## src/logic/wiscPkg.sv

```systemverilog
// opcodes, ALU operations, writeback and branch selects, instruction word views
package wiscPkg;

   // supported opcodes, anything else decodes as illegal
   typedef enum logic [4:0] {
      HALT   = 5'b00000,
      NOP    = 5'b00001,
      J      = 5'b00100,
      ADDI   = 5'b01000,
      SUBI   = 5'b01001,
      XORI   = 5'b01010,
      ANDNI  = 5'b01011,
      BEQZ   = 5'b01100,
      BNEZ   = 5'b01101,
      ST     = 5'b10000,
      LD     = 5'b10001,
      LBI    = 5'b11000,
      RARITH = 5'b11011       // ADD/SUB/XOR/ANDN picked by func
   } opcodeE;

   // same order as the R-format func field and the low opcode bits of the I group
   typedef enum logic [1:0] {ADD, SUB, XOR, ANDN} aluOpE;

   typedef enum logic [1:0] {ALU, MEM, IMM8} wbSelE;   // register writeback source

   typedef enum logic [1:0] {NONE, EQZ, NEZ, JUMP} brchE;

   typedef struct packed {
      opcodeE     opcode;
      logic [2:0] rs;
      logic [2:0] rt;
      logic [2:0] rd;
      logic [1:0] func;
   } rFmtS;

   typedef struct packed {
      opcodeE     opcode;
      logic [2:0] rs;
      logic [2:0] rd;         // also the store data register
      logic [4:0] imm5;
   } iFmtS;

   typedef struct packed {
      opcodeE      opcode;
      logic [10:0] disp;      // low byte doubles as imm8 for BEQZ/BNEZ/LBI
   } jFmtS;

   // one 16-bit word, three decodings
   typedef union packed {
      rFmtS rFmt;
      iFmtS iFmt;
      jFmtS jFmt;
   } instrWordU;

endpackage
```

## src/logic/wiscCore.sv

```systemverilog
// top level wiring the multicycle core to its Wishbone master port
module wiscCore #(
   parameter logic [15:0] resetPc = 16'h0000
) (
   input  logic        clk,
   input  logic        arstN,
   output logic        wbCyc,
   output logic        wbStb,
   output logic        wbWe,
   output logic [15:0] wbAdr,
   output logic [15:0] wbDatW,
   input  logic [15:0] wbDatR,
   input  logic        wbAck,
   output logic        halted,
   output logic        err
);
   import wiscPkg::*;

   logic        irLoad, pcStep, pcLoad, aluLatch, memLatch, regWrtEn, adrSel;
   logic        memWrt, readEn, regWrt, halt, illegal;
   brchE        brchSig;
   aluOpE       aluOp;
   wbSelE       wbDataSel;
   logic [15:0] pc, inA, inB, imm8, brchOffset, wbData;

   cycleSequencer i_cycleSequencer (
      .clk     (clk),
      .arstN   (arstN),
      .wbAck   (wbAck),
      .memWrt  (memWrt),
      .readEn  (readEn),
      .regWrt  (regWrt),
      .brchSig (brchSig),
      .halt    (halt),
      .illegal (illegal),
      .wbCyc   (wbCyc),
      .wbStb   (wbStb),
      .wbWe    (wbWe),
      .irLoad  (irLoad),
      .pcStep  (pcStep),
      .pcLoad  (pcLoad),
      .aluLatch(aluLatch),
      .memLatch(memLatch),
      .regWrtEn(regWrtEn),
      .adrSel  (adrSel),
      .halted  (halted),
      .err     (err)
   );

   programCounter #(.resetPc(resetPc)) i_programCounter (
      .clk    (clk),
      .arstN  (arstN),
      .pcStep (pcStep),
      .pcLoad (pcLoad),
      .brchSig(brchSig),
      .rsValue(inA),          // branches test rs
      .offset (brchOffset),
      .pc     (pc)
   );

   decode i_decode (
      .clk       (clk),
      .arstN     (arstN),
      .irLoad    (irLoad),
      .instrIn   (wbDatR),
      .wbData    (wbData),
      .regWrtEn  (regWrtEn),
      .inA       (inA),
      .inB       (inB),
      .wrtData   (wbDatW),
      .imm8      (imm8),
      .brchOffset(brchOffset),
      .aluOp     (aluOp),
      .wbDataSel (wbDataSel),
      .memWrt    (memWrt),
      .readEn    (readEn),
      .regWrt    (regWrt),
      .brchSig   (brchSig),
      .halt      (halt),
      .illegal   (illegal)
   );

   executeUnit i_executeUnit (
      .clk      (clk),
      .arstN    (arstN),
      .inA      (inA),
      .inB      (inB),
      .aluOp    (aluOp),
      .aluLatch (aluLatch),
      .memLatch (memLatch),
      .wbDatR   (wbDatR),
      .wbDataSel(wbDataSel),
      .imm8     (imm8),
      .adrSel   (adrSel),
      .pc       (pc),
      .wbAdr    (wbAdr),
      .wbData   (wbData)
   );

endmodule

```

## src/logic/cycleSequencer.sv

```systemverilog
// instruction state machine with Wishbone strobes and datapath step strobes
module cycleSequencer (
   input  logic          clk,
   input  logic          arstN,
   input  logic          wbAck,
   input  logic          memWrt,
   input  logic          readEn,
   input  logic          regWrt,
   input  wiscPkg::brchE brchSig,
   input  logic          halt,
   input  logic          illegal,
   output logic          wbCyc,
   output logic          wbStb,
   output logic          wbWe,
   output logic          irLoad,
   output logic          pcStep,
   output logic          pcLoad,
   output logic          aluLatch,
   output logic          memLatch,
   output logic          regWrtEn,
   output logic          adrSel,
   output logic          halted,
   output logic          err
);
   import wiscPkg::*;

   typedef enum logic [2:0] {FETCH, DECODE, EXEC, MEM, WB, STOP} stateE;

   stateE state;
   stateE nextState;
   logic  done;       // bus transfer completes this cycle

   assign done = wbCyc && wbAck;

   always_comb begin
      nextState = state;
      case (state)
         FETCH:  if (done) nextState = DECODE;
         DECODE: nextState = (halt || illegal) ? STOP : EXEC;
         EXEC: begin
            if (memWrt || readEn) nextState = MEM;
            else if (regWrt)      nextState = WB;
            else                  nextState = FETCH;
         end
         MEM:    if (done) nextState = regWrt ? WB : FETCH;
         WB:     nextState = FETCH;
         default: nextState = STOP;   // held until reset
      endcase
   end

   always_ff @(posedge clk or negedge arstN) begin
      if (!arstN) begin
         state <= FETCH;
         wbCyc <= 1'b0;
         wbWe  <= 1'b0;
         err   <= 1'b0;
      end else begin
         state <= nextState;
         // request opens on entry to a bus state, drops for a cycle after each ack
         wbCyc <= (nextState == FETCH || nextState == MEM) && !done;
         wbWe  <= (nextState == MEM) && memWrt && !done;
         if (state == DECODE && illegal) err <= 1'b1;
      end
   end

   assign wbStb    = wbCyc;
   assign irLoad   = (state == FETCH) && done;
   assign pcStep   = irLoad;
   assign aluLatch = (state == EXEC);
   assign pcLoad   = (state == EXEC) && (brchSig != NONE);  // condition tested in the PC
   assign memLatch = (state == MEM) && done && readEn;
   assign regWrtEn = (state == WB);
   assign adrSel   = (state == MEM);
   assign halted   = (state == STOP);

endmodule

```

## src/logic/programCounter.sv

```systemverilog
// program counter with increment, branch condition test and target load
module programCounter #(
   parameter logic [15:0] resetPc = 16'h0000
) (
   input  logic          clk,
   input  logic          arstN,
   input  logic          pcStep,
   input  logic          pcLoad,
   input  wiscPkg::brchE brchSig,
   input  logic [15:0]   rsValue,
   input  logic [15:0]   offset,
   output logic [15:0]   pc
);
   import wiscPkg::*;

   logic taken;

   always_comb begin
      case (brchSig)
         EQZ:     taken = (rsValue == '0);
         NEZ:     taken = (rsValue != '0);
         JUMP:    taken = 1'b1;
         default: taken = 1'b0;
      endcase
   end

   always_ff @(posedge clk or negedge arstN) begin
      if (!arstN) begin
         pc <= resetPc;
      end else if (pcStep) begin
         pc <= pc + 16'd2;
      end else if (pcLoad && taken) begin
         pc <= pc + offset;     // pc already points past the branch
      end
   end

endmodule

```

## src/logic/executeUnit.sv

```systemverilog
// ALU with result register, load data register, writeback and bus address selection
module executeUnit (
   input  logic           clk,
   input  logic           arstN,
   input  logic [15:0]    inA,
   input  logic [15:0]    inB,
   input  wiscPkg::aluOpE aluOp,
   input  logic           aluLatch,
   input  logic           memLatch,
   input  logic [15:0]    wbDatR,
   input  wiscPkg::wbSelE wbDataSel,
   input  logic [15:0]    imm8,
   input  logic           adrSel,
   input  logic [15:0]    pc,
   output logic [15:0]    wbAdr,
   output logic [15:0]    wbData
);
   import wiscPkg::*;

   logic [15:0] aluOut;
   logic [15:0] aluResult;
   logic [15:0] memData;

   always_comb begin
      case (aluOp)
         ADD:     aluOut = inA + inB;
         SUB:     aluOut = inB - inA;    // Rt - Rs, imm - Rs
         XOR:     aluOut = inA ^ inB;
         default: aluOut = inA & ~inB;   // ANDN
      endcase
   end

   always_ff @(posedge clk or negedge arstN) begin
      if (!arstN) begin
         aluResult <= '0;
         memData   <= '0;
      end else begin
         if (aluLatch) aluResult <= aluOut;   // end of EXEC
         if (memLatch) memData   <= wbDatR;   // load ack
      end
   end

   always_comb begin
      case (wbDataSel)
         MEM:     wbData = memData;
         IMM8:    wbData = imm8;
         default: wbData = aluResult;
      endcase
   end

   assign wbAdr = adrSel ? aluResult : pc;   // data phase uses the computed address

endmodule

```

## src/logic/decode.sv

```systemverilog
// decode stage with instruction register, immediates, register file and control unit
module decode (
   input  logic               clk,
   input  logic               arstN,
   input  logic               irLoad,
   input  logic [15:0]        instrIn,
   input  logic [15:0]        wbData,
   input  logic               regWrtEn,
   output logic [15:0]        inA,
   output logic [15:0]        inB,
   output logic [15:0]        wrtData,
   output logic [15:0]        imm8,
   output logic [15:0]        brchOffset,
   output wiscPkg::aluOpE     aluOp,
   output wiscPkg::wbSelE     wbDataSel,
   output logic               memWrt,
   output logic               readEn,
   output logic               regWrt,
   output wiscPkg::brchE      brchSig,
   output logic               halt,
   output logic               illegal
);
   import wiscPkg::*;

   instrWordU   instr;
   logic [15:0] imm5;
   logic [15:0] jDisp;
   logic [15:0] read2Data;
   logic [2:0]  writeSel;
   logic        bSrc;
   logic        zeroSel;
   logic [1:0]  regDestSel;

   always_ff @(posedge clk or negedge arstN) begin
      if (!arstN) begin
         instr <= '0;
      end else if (irLoad) begin
         instr <= instrIn;      // taken on the fetch ack
      end
   end

   assign imm5  = zeroSel ? {11'b0, instr.iFmt.imm5}
                          : {{11{instr.iFmt.imm5[4]}}, instr.iFmt.imm5};
   assign imm8  = {{8{instr.jFmt.disp[7]}}, instr.jFmt.disp[7:0]};
   assign jDisp = {{5{instr.jFmt.disp[10]}}, instr.jFmt.disp};

   assign brchOffset = (brchSig == JUMP) ? jDisp : imm8;

   always_comb begin
      case (regDestSel)
         2'd0:    writeSel = instr.rFmt.rd;
         2'd2:    writeSel = instr.iFmt.rs;   // LBI
         default: writeSel = instr.iFmt.rd;
      endcase
   end

   // read port 2 sits on bits 7:5, rt for R-format and the store register for ST
   regFile i_regFile (
      .clk      (clk),
      .arstN    (arstN),
      .read1Sel (instr.rFmt.rs),
      .read2Sel (instr.rFmt.rt),
      .read1Data(inA),
      .read2Data(read2Data),
      .writeSel (writeSel),
      .writeData(wbData),
      .writeEn  (regWrtEn)
   );

   assign inB     = bSrc ? imm5 : read2Data;
   assign wrtData = read2Data;              // ST data

   controlUnit i_controlUnit (
      .instruction(instr),
      .aluOp      (aluOp),
      .bSrc       (bSrc),
      .zeroSel    (zeroSel),
      .regDestSel (regDestSel),
      .wbDataSel  (wbDataSel),
      .memWrt     (memWrt),
      .readEn     (readEn),
      .regWrt     (regWrt),
      .brchSig    (brchSig),
      .halt       (halt),
      .illegal    (illegal)
   );

endmodule

```

## src/logic/regFile.sv

```systemverilog
// eight 16-bit registers, two asynchronous read ports, one synchronous write port
module regFile (
   input  logic        clk,
   input  logic        arstN,
   input  logic [2:0]  read1Sel,
   input  logic [2:0]  read2Sel,
   output logic [15:0] read1Data,
   output logic [15:0] read2Data,
   input  logic [2:0]  writeSel,
   input  logic [15:0] writeData,
   input  logic        writeEn
);

   logic [15:0] regs [8];

   always_ff @(posedge clk or negedge arstN) begin
      if (!arstN) begin
         regs <= '{default: '0};
      end else if (writeEn) begin
         regs[writeSel] <= writeData;
      end
   end

   // no bypass, the sequencer never reads and writes in the same cycle
   assign read1Data = regs[read1Sel];
   assign read2Data = regs[read2Sel];

endmodule

```

## src/logic/controlUnit.sv

```systemverilog
// combinational opcode decoder producing the datapath controls and the illegal flag
module controlUnit (
   input  wiscPkg::instrWordU instruction,
   output wiscPkg::aluOpE     aluOp,
   output logic               bSrc,        // 1 selects imm5 for ALU B
   output logic               zeroSel,     // 1 zero-extends imm5
   output logic [1:0]         regDestSel,  // 0 R rd, 1 I rd, 2 rs
   output wiscPkg::wbSelE     wbDataSel,
   output logic               memWrt,
   output logic               readEn,
   output logic               regWrt,
   output wiscPkg::brchE      brchSig,
   output logic               halt,
   output logic               illegal
);
   import wiscPkg::*;

   always_comb begin
      // defaults describe a NOP
      aluOp      = ADD;
      bSrc       = 1'b0;
      zeroSel    = 1'b0;
      regDestSel = 2'd1;
      wbDataSel  = ALU;
      memWrt     = 1'b0;
      readEn     = 1'b0;
      regWrt     = 1'b0;
      brchSig    = NONE;
      halt       = 1'b0;
      illegal    = 1'b0;
      case (instruction.rFmt.opcode)
         HALT: halt = 1'b1;
         NOP:  ;
         J:    brchSig = JUMP;
         ADDI, SUBI, XORI, ANDNI: begin
            aluOp   = aluOpE'(instruction.iFmt.opcode[1:0]);  // low bits map to op
            bSrc    = 1'b1;
            zeroSel = instruction.iFmt.opcode[1];             // XORI, ANDNI
            regWrt  = 1'b1;
         end
         BEQZ: brchSig = EQZ;
         BNEZ: brchSig = NEZ;
         ST: begin
            bSrc   = 1'b1;    // address = rs + imm5
            memWrt = 1'b1;
         end
         LD: begin
            bSrc      = 1'b1;
            readEn    = 1'b1;
            regWrt    = 1'b1;
            wbDataSel = MEM;
         end
         LBI: begin
            regWrt     = 1'b1;
            regDestSel = 2'd2;   // LBI writes its rs field
            wbDataSel  = IMM8;
         end
         RARITH: begin
            aluOp      = aluOpE'(instruction.rFmt.func);
            regWrt     = 1'b1;
            regDestSel = 2'd0;
         end
         default: illegal = 1'b1;
      endcase
   end

endmodule

```

## config.mk

```make
export PLATFORM = sky130hd
export DESIGN_NAME = wiscCore
export DESIGN_NICKNAME = d
export VERILOG_FILES = /design/src/logic/wiscPkg.sv /design/src/logic/wiscCore.sv /design/src/logic/cycleSequencer.sv /design/src/logic/programCounter.sv /design/src/logic/executeUnit.sv /design/src/logic/decode.sv /design/src/logic/regFile.sv /design/src/logic/controlUnit.sv
export SDC_FILE = /design/constraint.sdc
export NUM_CORES = 1
export LEC_CHECK = 0
export ABC_CLOCK_PERIOD_IN_PS = 4400
export BUFFER_PORTS_ARGS = -buffer_cell sky130_fd_sc_hd__buf_2
export CORE_MARGIN = 1
export CORE_UTILIZATION = 54
export DETAILED_ROUTE_END_ITERATION = 7
export PLACE_DENSITY = 0.74
export SYNTH_ARGS = -nofsm -noshare
export SYNTH_HDL_FRONTEND = slang
export SYNTH_SLANG_ARGS = --single-unit
```

## constraint.sdc

```tcl
create_clock -name clk -period 4.4 [get_ports clk]
set_clock_uncertainty 0.1 [all_clocks]
set_input_delay 0.44 -clock clk [delete_from_list [all_inputs] [get_ports clk]]
set_output_delay 0.44 -clock clk [all_outputs]
set_load 0.01 [all_outputs]
```

---- After elaboration in Yosys (flattened, before gate mapping) ----
Index checks and enable logic that the tools add are counted.
operators by class
  reduce and logical (&&, ||, !) cells .... 28
  mux-type cells .......................... 36
  bitwise operators ....................... 6
  equal/unequal tests ..................... 26
  shift operators ......................... 0
  add/subtract/negate cells ............... 4
  multiply operators ...................... 0
  $lt $le $gt $ge ......................... 4
  divide/modulo/power cells ............... 0
operators by type and width
  operator                 count
  $mux W16                 11
  $bwmux W128              1
  $bmux W16 S3             2
  $demux W16 S3            1
  $pmux W16 S3             1
  $add A16 B16 Y16         2
  $pmux W16 S2             1
  $eq A5 B4 Y1 const B     6
  $eq A5 B5 Y1 const B     4
  $add A16 B2 Y16 const B  1
  $and A16 B16 Y16         1
  $logic_not A16 Y1        1
  $not A16 Y16             1
  $reduce_bool A16 Y1      1
  $sub A16 B16 Y16         1
  $xor A16 B16 Y16         1
  $mux W3                  5
  $pmux W3 S5              1
  $reduce_or A13 Y1        1
  $ge A4 B4 Y1 const B     3
  $not A3 Y4               3
  $pmux W2 S2              3
  $logic_and A1 B1 Y1      11
  $eq A2 B2 Y1 const B     5
  20 further kinds         36
word-level totals
  memory bits (writable) .................. 0
  bits in read-only memories .............. 0
  flip-flop bits (word level) ............. 198
  memories kept ........................... 0
  latch bits .............................. 0
  output and inout bits ................... 37
  input port bits ......................... 19

---- Logic depth before layout (Yosys ltp) ----
Gate-level depths: netlist (run 1).
  depth in word-level cells ............... 10
  mapped depth ............................ 19
  mapped depth without buffers ............ 17

---- Cells and area by module ----
A second synthesis (run 1) with hierarchy kept.
unflattened totals
  cells, all modules ...................... 1,201
  area, all modules ....................... 13,897.1 sq um
modules (own cells, without submodules)
  module          cells each  instances  area each (sq um)
  regFile         393         1          7,000.5
  executeUnit     395         1          3,284.4
  programCounter  225         1          1,845.5
  decode          107         1          1,133.6
  cycleSequencer  40          1          375.4
  controlUnit     41          1          257.7

---- Least setup slack after synthesis (run 1) ----
Ideal clock, no wire load.
  path type ............................... reg2reg
  start ................................... register i_decode.instr[5] in the netlist's numbering
  end ..................................... register i_executeUnit.aluResult[13]
  period minus slack after synthesis ...... 4.697 ns
  cell stages (with the launch flop) ...... 17
  data arrival time ....................... 4.465 ns
  slack ................................... -0.297 ns
  required time ........................... 4.168 ns
  buffers on the path ..................... 2
  cell sequence ........................... dfrtp_1 > clkbuf_1 > buf_1 > mux4_2 > mux2_2 > mux2i_1 > inv_1 > ha_1 > nor2b_1 > o211ai_1 > nand3_1 > a2111oi_0 > o31ai_1 > or2_2 > xor2_1 > o211ai_1 > o21ai_0
between the ends
  elaborated cells on any way between the ends .. 11
  those cells by class .................... add/sub (2); mux (5); bitwise (4)
RTL lines
  element                                               RTL line                              RTL
  from (decl)                                           decode.sv:25                          instrWordU instr;
  from (signal assigned)                                decode.sv:38                          instr <= instrIn;
  $not A3 Y4 (not written as such) *                    regFile.sv:26                         assign read2Data = regs[read2Sel];
  $bmux W16 S3 *                                        regFile.sv:26
  $mux W16 (not written as such) * (2 in a row)         regFile.sv:26
  named net wbDatW[1]                                   wiscCore.sv:11                        output logic [15:0] wbDatW,
  $mux W16 *                                            decode.sv:70                          assign inB = bSrc ? imm5 : read2Data;
  $sub A16 B16 Y16 or $add A16 B16 Y16 (tied branches)  executeUnit.sv:27, executeUnit.sv:26
  $pmux W16 S3 *                                        executeUnit.sv:25                     case (aluOp)
  to (signal assigned)                                  executeUnit.sv:38                     if (aluLatch) aluResult <= aluOut;
  to (decl)                                             executeUnit.sv:21                     logic [15:0] aluResult;
Mark *: on every way through the listed nets, which the timed path passes. The rest lies on a longest branch. The select of a mux whose other input is x is not followed.
A chain may end at the register's enable or synchronous reset.

---- Worst setup path in the final report (run 1) ----
  start ................................... register i_decode.instr[9] in the netlist's numbering
  end ..................................... register i_executeUnit.aluResult[13]
between the ends
  cells in the longest elaborated chain, start to end .. 6
  elaborated cells on any way between the ends .. 9
  those cells by class .................... add/sub (2); mux (4); bitwise (3)
ends and longest elaborated chain
  element                                        RTL line           RTL
  $not A3 Y4 (not written as such) *             regFile.sv:25      assign read1Data = regs[read1Sel];
  $bmux W16 S3 *                                 regFile.sv:25
  $mux W16 (not written as such) * (2 in a row)  regFile.sv:25
  $sub A16 B16 Y16 (tied with other cells)       executeUnit.sv:27  SUB: aluOut = inB - inA;
  $pmux W16 S3 *                                 executeUnit.sv:25
Mark *: on every way between the ends. The rest lies on a longest branch, timed or not. The select of a mux whose other input is x is not followed.

==> impl_metrics.tcl, run 1 <==
set metrics [dict create \
    outcome "finished, violations left" \
    violations "hold timing" \
    power_density_nw_per_um2 238 \
    cp-start-kind "flop" \
    cts_tree "built" \
    r2r-end "i_executeUnit.aluResult[13]$_DFFE_PN0P_" \
    synth_top_family_by_area "multiplexers" \
    syn_inst 1197 \
    p_sw_mw 0.797 \
    fmax_ghz 0.237 \
    syn_area_per_cell_um2 10.8 \
    yosysWarnings 0 \
    cts_buffers 17 \
    fillCellCount 1871 \
    grt_pass1_wl_um 54400 \
    crit_fanout 7 \
    regArea_um2 4960 \
    core_area_um2 23500 \
    ys_ff_latch 198 \
    hold_ws_ns -0.0133 \
    diodes 0 \
    tightest_slew_ns 1.06 \
    design_area_um2 14400 \
    ios 56 \
    drive_gt1_frac 0.326 \
    synth-simple-area-share 0.109 \
    ir_drop_uv 179 \
    vias 10000 \
    synth-edff-count 0 \
    critPathRequiredTime_ns 4.62 \
    netlist_area_um2 12900 \
    post-place-ws_ns -0.0431 \
    cts_root_buffer "clkbuf_16" \
    dp_hpwl_um 24900 \
    syn_nets 1267 \
    setup.worst_path.start "i_decode.instr[9]$_DFFE_PN0P_" \
    antenna_found_initial 0 \
    power.share.combinational 0.015 \
    ff2ff_path_depth 17 \
    async_flop_share 1.00 \
    period_needed_ns 4.22 \
    ys_seq_area_frac 0.383 \
    slowest_delay_ns 0.56 \
    layout_commonest_cell "dfrtp_1" \
    cts.sinks 198 \
    worstReg2RegStart "i_decode.instr[9]$_DFFE_PN0P_" \
    leakagePower_nw 6.83 \
    worstSetupPathType "flop to flop" \
    drtAntennaViolNets 0 \
    dieArea_um2 24600 \
    holdCritPathClass "primary input to asynchronous set/reset pin" \
    wl_um 34900 \
    yosys.area_share.xor_xnor 0.0264 \
    gp_congestion 0.966 \
    port_buffers 55 \
    critPathBufInv 2 \
    nNetsFinal 1319 \
    finalHoldViolCount 3 \
    viasPerCell 6.36 \
    switching_share 0.233 \
    grt_pass1_vias 9822 \
    place_area_um2 13700 \
    endpoint "i_executeUnit.aluResult[13]$_DFFE_PN0P_" \
    synth_mux_area_frac 0.275 \
    maxSlewHeadroom 0.295 \
    critPathTopFamily "simple AND/OR/NAND/NOR gates" \
    arrival_ns 4.44 \
    setup_violations 0 \
    initial_core_util 0.551 \
    timing.final.crit_share 0.959 \
    worstSkewPairLatency_ns 0.45 \
    drc 0 \
    wl_per_cell_um 22.1 \
    overflow 0 \
    seq_power_share 0.531 \
    setup_ws_ns 0.179 \
    synthFlopType "dfrtp_1" \
    grt_usage 0.295 \
    power.share.clock 0.455 \
    endpoint_kind "flop" \
    internal-power_mw 2.63 \
    slew_violations 0 \
    synth_compound_area_frac 0.119 \
    worstPathCellList "mux4_2, mux2i_4, ha_4, inv_1, and4bb_1, a21oi_1, xnor2_1, ha_2, nor4_2, nand3_2, a2111oi_4, buf_4, o31ai_1, or2_2, xor2_1, o211ai_1, o21ai_0" \
    utilization 0.614 \
    r2r_slack_ns 0.18 \
    drt_iter0_markers 1040 \
    area_delta_synth_final_pct 11.5 \
    dr.pass1.iters 5 \
    synth_fa_ha_area_frac 0.0505 \
    fp-row-count 56 \
    synth_cell_types 74 \
    max_cap_viol_count 0 \
    die_w_um 157 \
    cts_buffer_depth 2 \
    cp_slowest_cell "mux4_2" \
    final_cell_mix "195 x dfrtp_1, 177 x mux2_2, 120 x nand2_1, 65 x a21oi_1, 60 x mux4_2" \
    grt_max_degree 115 \
    die_y_um 157 \
    multi_input_area_um2 7600 \
    cp_num_cells 17 \
    htree_levels 4 \
    clk_pin_slew_worst_paths_ns 0.08 \
]
## synthesized netlist by cell type (all sizes together) (2+ instances only)
cell type	count	area, µm²
a2111oi	2	17.5
a211oi	13	97.6
a21o	8	60.1
a21oi	66	330
a221oi	2	30.0
a22oi	10	80.1
a31oi	9	56.3
and2	7	43.8
and3	10	62.6
buf	30	154
clkbuf	40	151
dfrtp	198	4950
fa	2	40.0
ha	49	613
inv	47	176
mux2	179	2020
mux2i	16	185
mux4	60	1350
nand2	120	450
nand2b	12	75.1
nand3	24	120
nand3b	5	41.3
nand4	2	12.5
nor2	50	195
nor2b	13	81.3
nor3	22	115
nor3b	5	47.5
nor4b	2	23.8
o211ai	21	158
o21a	8	60.1
o21ai	72	360
o21bai	3	22.5
o22ai	5	31.3
o311ai	4	35.0
o31ai	4	30.0
o32ai	3	26.3
o41ai	3	33.8
or2	11	68.8
or3	5	31.3
xnor2	26	228
xor2	13	114
## state kept, by name, indices dropped and copies added, names as in the netlist
| register | flops |
|---|---|
| i_cycleSequencer.state | 3 |
| i_decode.instr | 16 |
| i_cycleSequencer.wbWe | 1 |
| i_programCounter.pc | 16 |
| i_executeUnit.aluResult | 16 |
| i_cycleSequencer.err | 1 |
| i_cycleSequencer.wbCyc | 1 |
| i_executeUnit.memData | 16 |
| i_decode.i_regFile.regs | 128 |
## through the flow
step / total power, mW / setup TNS, ns / instances
after detailed placement: 1.91 / -0.0431 / 1546
after floorplan: 1.86 / 0 / 1197
after global routing: 3.52 / -0.0364 / 1581
final: 3.43 / 0 / 1581
after global placement: 1.91 / 0 / 1546
after CTS: 3.44 / 0 / 1578
## what timing repair did
action,4_1_cts,5_1_grt
gates resized for setup,2,19
hold buffers,0,0
pin swaps,0,1
setup endpoints to repair,2,5
buffers inserted,0,3
## power groups by stage
| stage | clock (mW) | sequential [mW] | combinational, mW |
|---|---|---|---|
| 6_report | 1.56 | 1.82 | 0.0505 |
| 3_3_place_gp | 0 | 1.85 | 0.0526 |
| 3_5_place_dp | 0 | 1.85 | 0.0528 |
| 5_1_grt | 1.65 | 1.82 | 0.0584 |
| 4_1_cts | 1.57 | 1.82 | 0.0529 |
| 2_1_floorplan | 0 | 1.85 | 0.000339 |
## layout make-up
cell class / count / share of cell area
multi-input cells: 882 / 0.527
inverters: 47 / 0.0122
flip-flops and latches: 198 / 0.344
repair buffers: 103 / 0.0495
clock inverters: 12 / 0.00946
clock buffers: 20 / 0.0303
well taps: 319 / 0.0277
## metal layers
metal / track usage / routed length (µm) / vias up
li1: - / - / 4508
met4: 0.114 / 1170 / 0
met2: 0.466 / 16300 / 476
met1: 0.397 / 14500 / 4981
met3: 0.0629 / 2920 / 83
met5: 0 / 0 / -
## worst min path at each step
stage                     cells past startpoint                                  end                             start
after global placement                        1     i_cycleSequencer.err$_DFFE_PN0P_  i_cycleSequencer.err$_DFFE_PN0P_
after detailed placement                      1     i_cycleSequencer.err$_DFFE_PN0P_  i_cycleSequencer.err$_DFFE_PN0P_
after CTS                                     1  i_cycleSequencer.state[1]$_DFF_PN0_                             arstN
after floorplan                               0     i_cycleSequencer.err$_DFFE_PN0P_                             arstN
final                                         1  i_cycleSequencer.state[1]$_DFF_PN0_                             arstN
after global routing                          1  i_cycleSequencer.state[1]$_DFF_PN0_                             arstN
## cell families (layout without fill, tap and decap cells)
kind of cell / count (synthesis) / after routing
mux: 255 / 255
simple gates: 292 / 292
fa+ha+maj: 51 / 51
flops: 198 / 198
xor+xnor: 39 / 39
compound gates: 245 / 245
buf+inv: 117 / 182
Power figures use the tool's default switching activity.
==> run 2: changes to the inputs <==
- CTS_BUF_LIST: default -> sky130_fd_sc_hd__clkbuf_4 sky130_fd_sc_hd__clkbuf_8 sky130_fd_sc_hd__clkbuf_16
==> run 2 against run 1 <==
  * The flow still finishes with violations (hold timing)
  * Non-clock buffer count stayed put
  * Clock power hardly changed
  * Via count is 0.37% lower
  * Global-route usage hardly changed
  * Maximum frequency is 0.33% higher
  * Register-to-register slack hardly changed
  * Clock-buffer cell count stayed put
  * Worst setup slack better by 0.014 ns
  * Sequential cell count stayed put
  * Routed wire length hardly changed
  * Design area hardly changed
  * Critical path type unchanged
  * Highest routed layer unchanged
==> impl_metrics.tcl, run 2 (same netlist as run 1, synthesis figures left out) <==
set metrics [dict create \
    outcome "finished, violations left" \
    violations "hold timing" \
    overflow 0 \
    critPathRequiredTime_ns 4.61 \
    r2r_slack_ns 0.19 \
    gp_congestion 0.966 \
    endpoint_kind "flop" \
    die_w_um 157 \
    drive_gt1_frac 0.329 \
    tightest_slew_ns 1.06 \
    htree_levels 4 \
    grt_max_degree 115 \
    cts_tree "built" \
    cts_buffer_depth 2 \
    dr.pass1.iters 6 \
    cp_slowest_cell "mux4_2" \
    wl_um 34900 \
    largest_reg_flops 128 \
    grt_pass1_wl_um 54500 \
    final_cell_mix "195 x dfrtp_1, 177 x mux2_2, 120 x nand2_1, 65 x a21oi_1, 60 x mux4_2" \
    fmax_ghz 0.238 \
    core_area_um2 23500 \
    finalHoldViolCount 7 \
    arrival_ns 4.42 \
    setup_violations 0 \
    wl_per_cell_um 22.1 \
    cts_root_buffer "clkbuf_16" \
    timing.final.crit_share 0.956 \
    dieArea_um2 24600 \
    post-place-ws_ns -0.0431 \
    slew_violations 0 \
    nNetsFinal 1319 \
    ios 56 \
    clk_pin_slew_worst_paths_ns 0.08 \
    holdCritPathClass "primary input to asynchronous set/reset pin" \
    regMostFlops "i_decode.i_regFile.regs" \
    fp-row-count 56 \
    viasPerCell 6.33 \
    cp-start-kind "flop" \
    hold_ws_ns -0.0233 \
    antenna_found_initial 0 \
    grt_usage 0.295 \
    vias 10000 \
    port_buffers 55 \
    ir_drop_uv 177 \
    worstSetupPathType "flop to flop" \
    worstSkewPairLatency_ns 0.44 \
    setup_ws_ns 0.193 \
    drc 0 \
    leakagePower_nw 6.84 \
    area_delta_synth_final_pct 11.6 \
    critPathBufInv 2 \
    power_density_nw_per_um2 238 \
    drt_iter0_markers 1131 \
    fillCellCount 1871 \
    initial_core_util 0.551 \
    grt_pass1_vias 9832 \
    place_inst 1546 \
    max_cap_viol_count 0 \
    place_area_um2 13700 \
    setup.worst_path.start "i_decode.instr[9]$_DFFE_PN0P_" \
    maxSlewHeadroom 0.293 \
    final_cell_count_no_fill 1581 \
    layout_commonest_cell "dfrtp_1" \
    design_area_um2 14400 \
    drtAntennaViolNets 0 \
    die_y_um 157 \
    cts.sinks 198 \
    worstReg2RegStart "i_decode.instr[9]$_DFFE_PN0P_" \
    period_needed_ns 4.21 \
    worstPathCellList "mux4_2, mux2i_4, ha_4, inv_1, and4bb_1, a21oi_1, xnor2_1, ha_2, nor4_2, nand3_2, a2111oi_4, buf_4, o31ai_1, or2_2, xor2_1, o211ai_1, o21ai_0" \
    critPathTopFamily "simple AND/OR/NAND/NOR gates" \
    dp_hpwl_um 24900 \
    cts_buffers 17 \
    p_total_mw 3.44 \
    slowest_delay_ns 0.56 \
    crit_fanout 7 \
    diodes 0 \
]
[run 2: cell counts in the layout (fill, tap and decap cells not counted)]
No cell type changed its count.
[run 2: report_power, final]
group / leakage, nW / internal (mW) / switching [mW] / total (mW)
registers: 2.70 / 1.82 / 0 / 1.82
clock network: 0.287 / 0.821 / 0.750 / 1.57
logic: 3.86 / 0.00852 / 0.0420 / 0.0505
total: 6.84 / 2.65 / 0.792 / 3.44
[run 2: layout make-up]
| cell class | count | area, µm² | share of cell area |
|---|---|---|---|
| multi-input combinational | 882 | 7600 | 0.527 |
| sequential | 198 | 4960 | 0.344 |
| timing repair buffer | 103 | 714 | 0.0495 |
| clock buffer | 20 | 448 | 0.0310 |
| tap | 319 | 399 | 0.0277 |
| inverter | 47 | 176 | 0.0122 |
| clock inverter | 12 | 136 | 0.00945 |
[run 2: worst paths after layout]
kind | end | cells past startpoint
min reg2reg | i_cycleSequencer.err$_DFFE_PN0P_ | 1
max in group asynchronous | i_decode.i_regFile.regs[59]$_DFFE_PN0P_ | 2
max reg2reg | i_executeUnit.aluResult[13]$_DFFE_PN0P_ | 17
max | i_executeUnit.aluResult[13]$_DFFE_PN0P_ | 17
min in group clk | i_decode.instr[0]$_DFFE_PN0P_ | 3
min | i_cycleSequencer.state[1]$_DFF_PN0_ | 1
[run 2: routing by layer]
metal | vias up | global-route usage | routed length, µm
li1 | 4508 | - | -
met1 | 4967 | 0.398 | 14700
met2 | 455 | 0.466 | 16200
met3 | 81 | 0.0582 | 2820
met4 | 0 | 0.122 | 1200
met5 | - | 0 | 0
[run 2: stage by stage]
stage | util | TNS (ns)
after floorplan | - | 0
after CTS | 0.610 | 0
after detailed placement | 0.585 | -0.0431
after global routing | 0.615 | -0.0373
after global placement | 0.585 | 0
final | 0.615 | 0
[run 2: what timing repair did]
action                                  CTS  global route
hold buffers                              0             0
hold endpoints to repair                  0             0
pin swaps                                 0             1
buffers inserted                          0             3
cloned                                    0             0
resized for setup                         2            19
endpoints found under the setup margin    2             5
[run 2: worst register-to-register path, cell delays in order (launching register included)]
cell and delay [ns]:
dfrtp_2 0.49, mux4_2 0.56, mux2i_4 0.23, ha_4 0.18, inv_1 0.04, and4bb_1 0.27, a21oi_1 0.09, xnor2_1 0.14
ha_2 0.21, nor4_2 0.25, nand3_2 0.15, a2111oi_4 0.39, buf_4 0.17, o31ai_1 0.10, or2_2 0.31, xor2_1 0.16
o211ai_1 0.15, o21ai_0 0.10
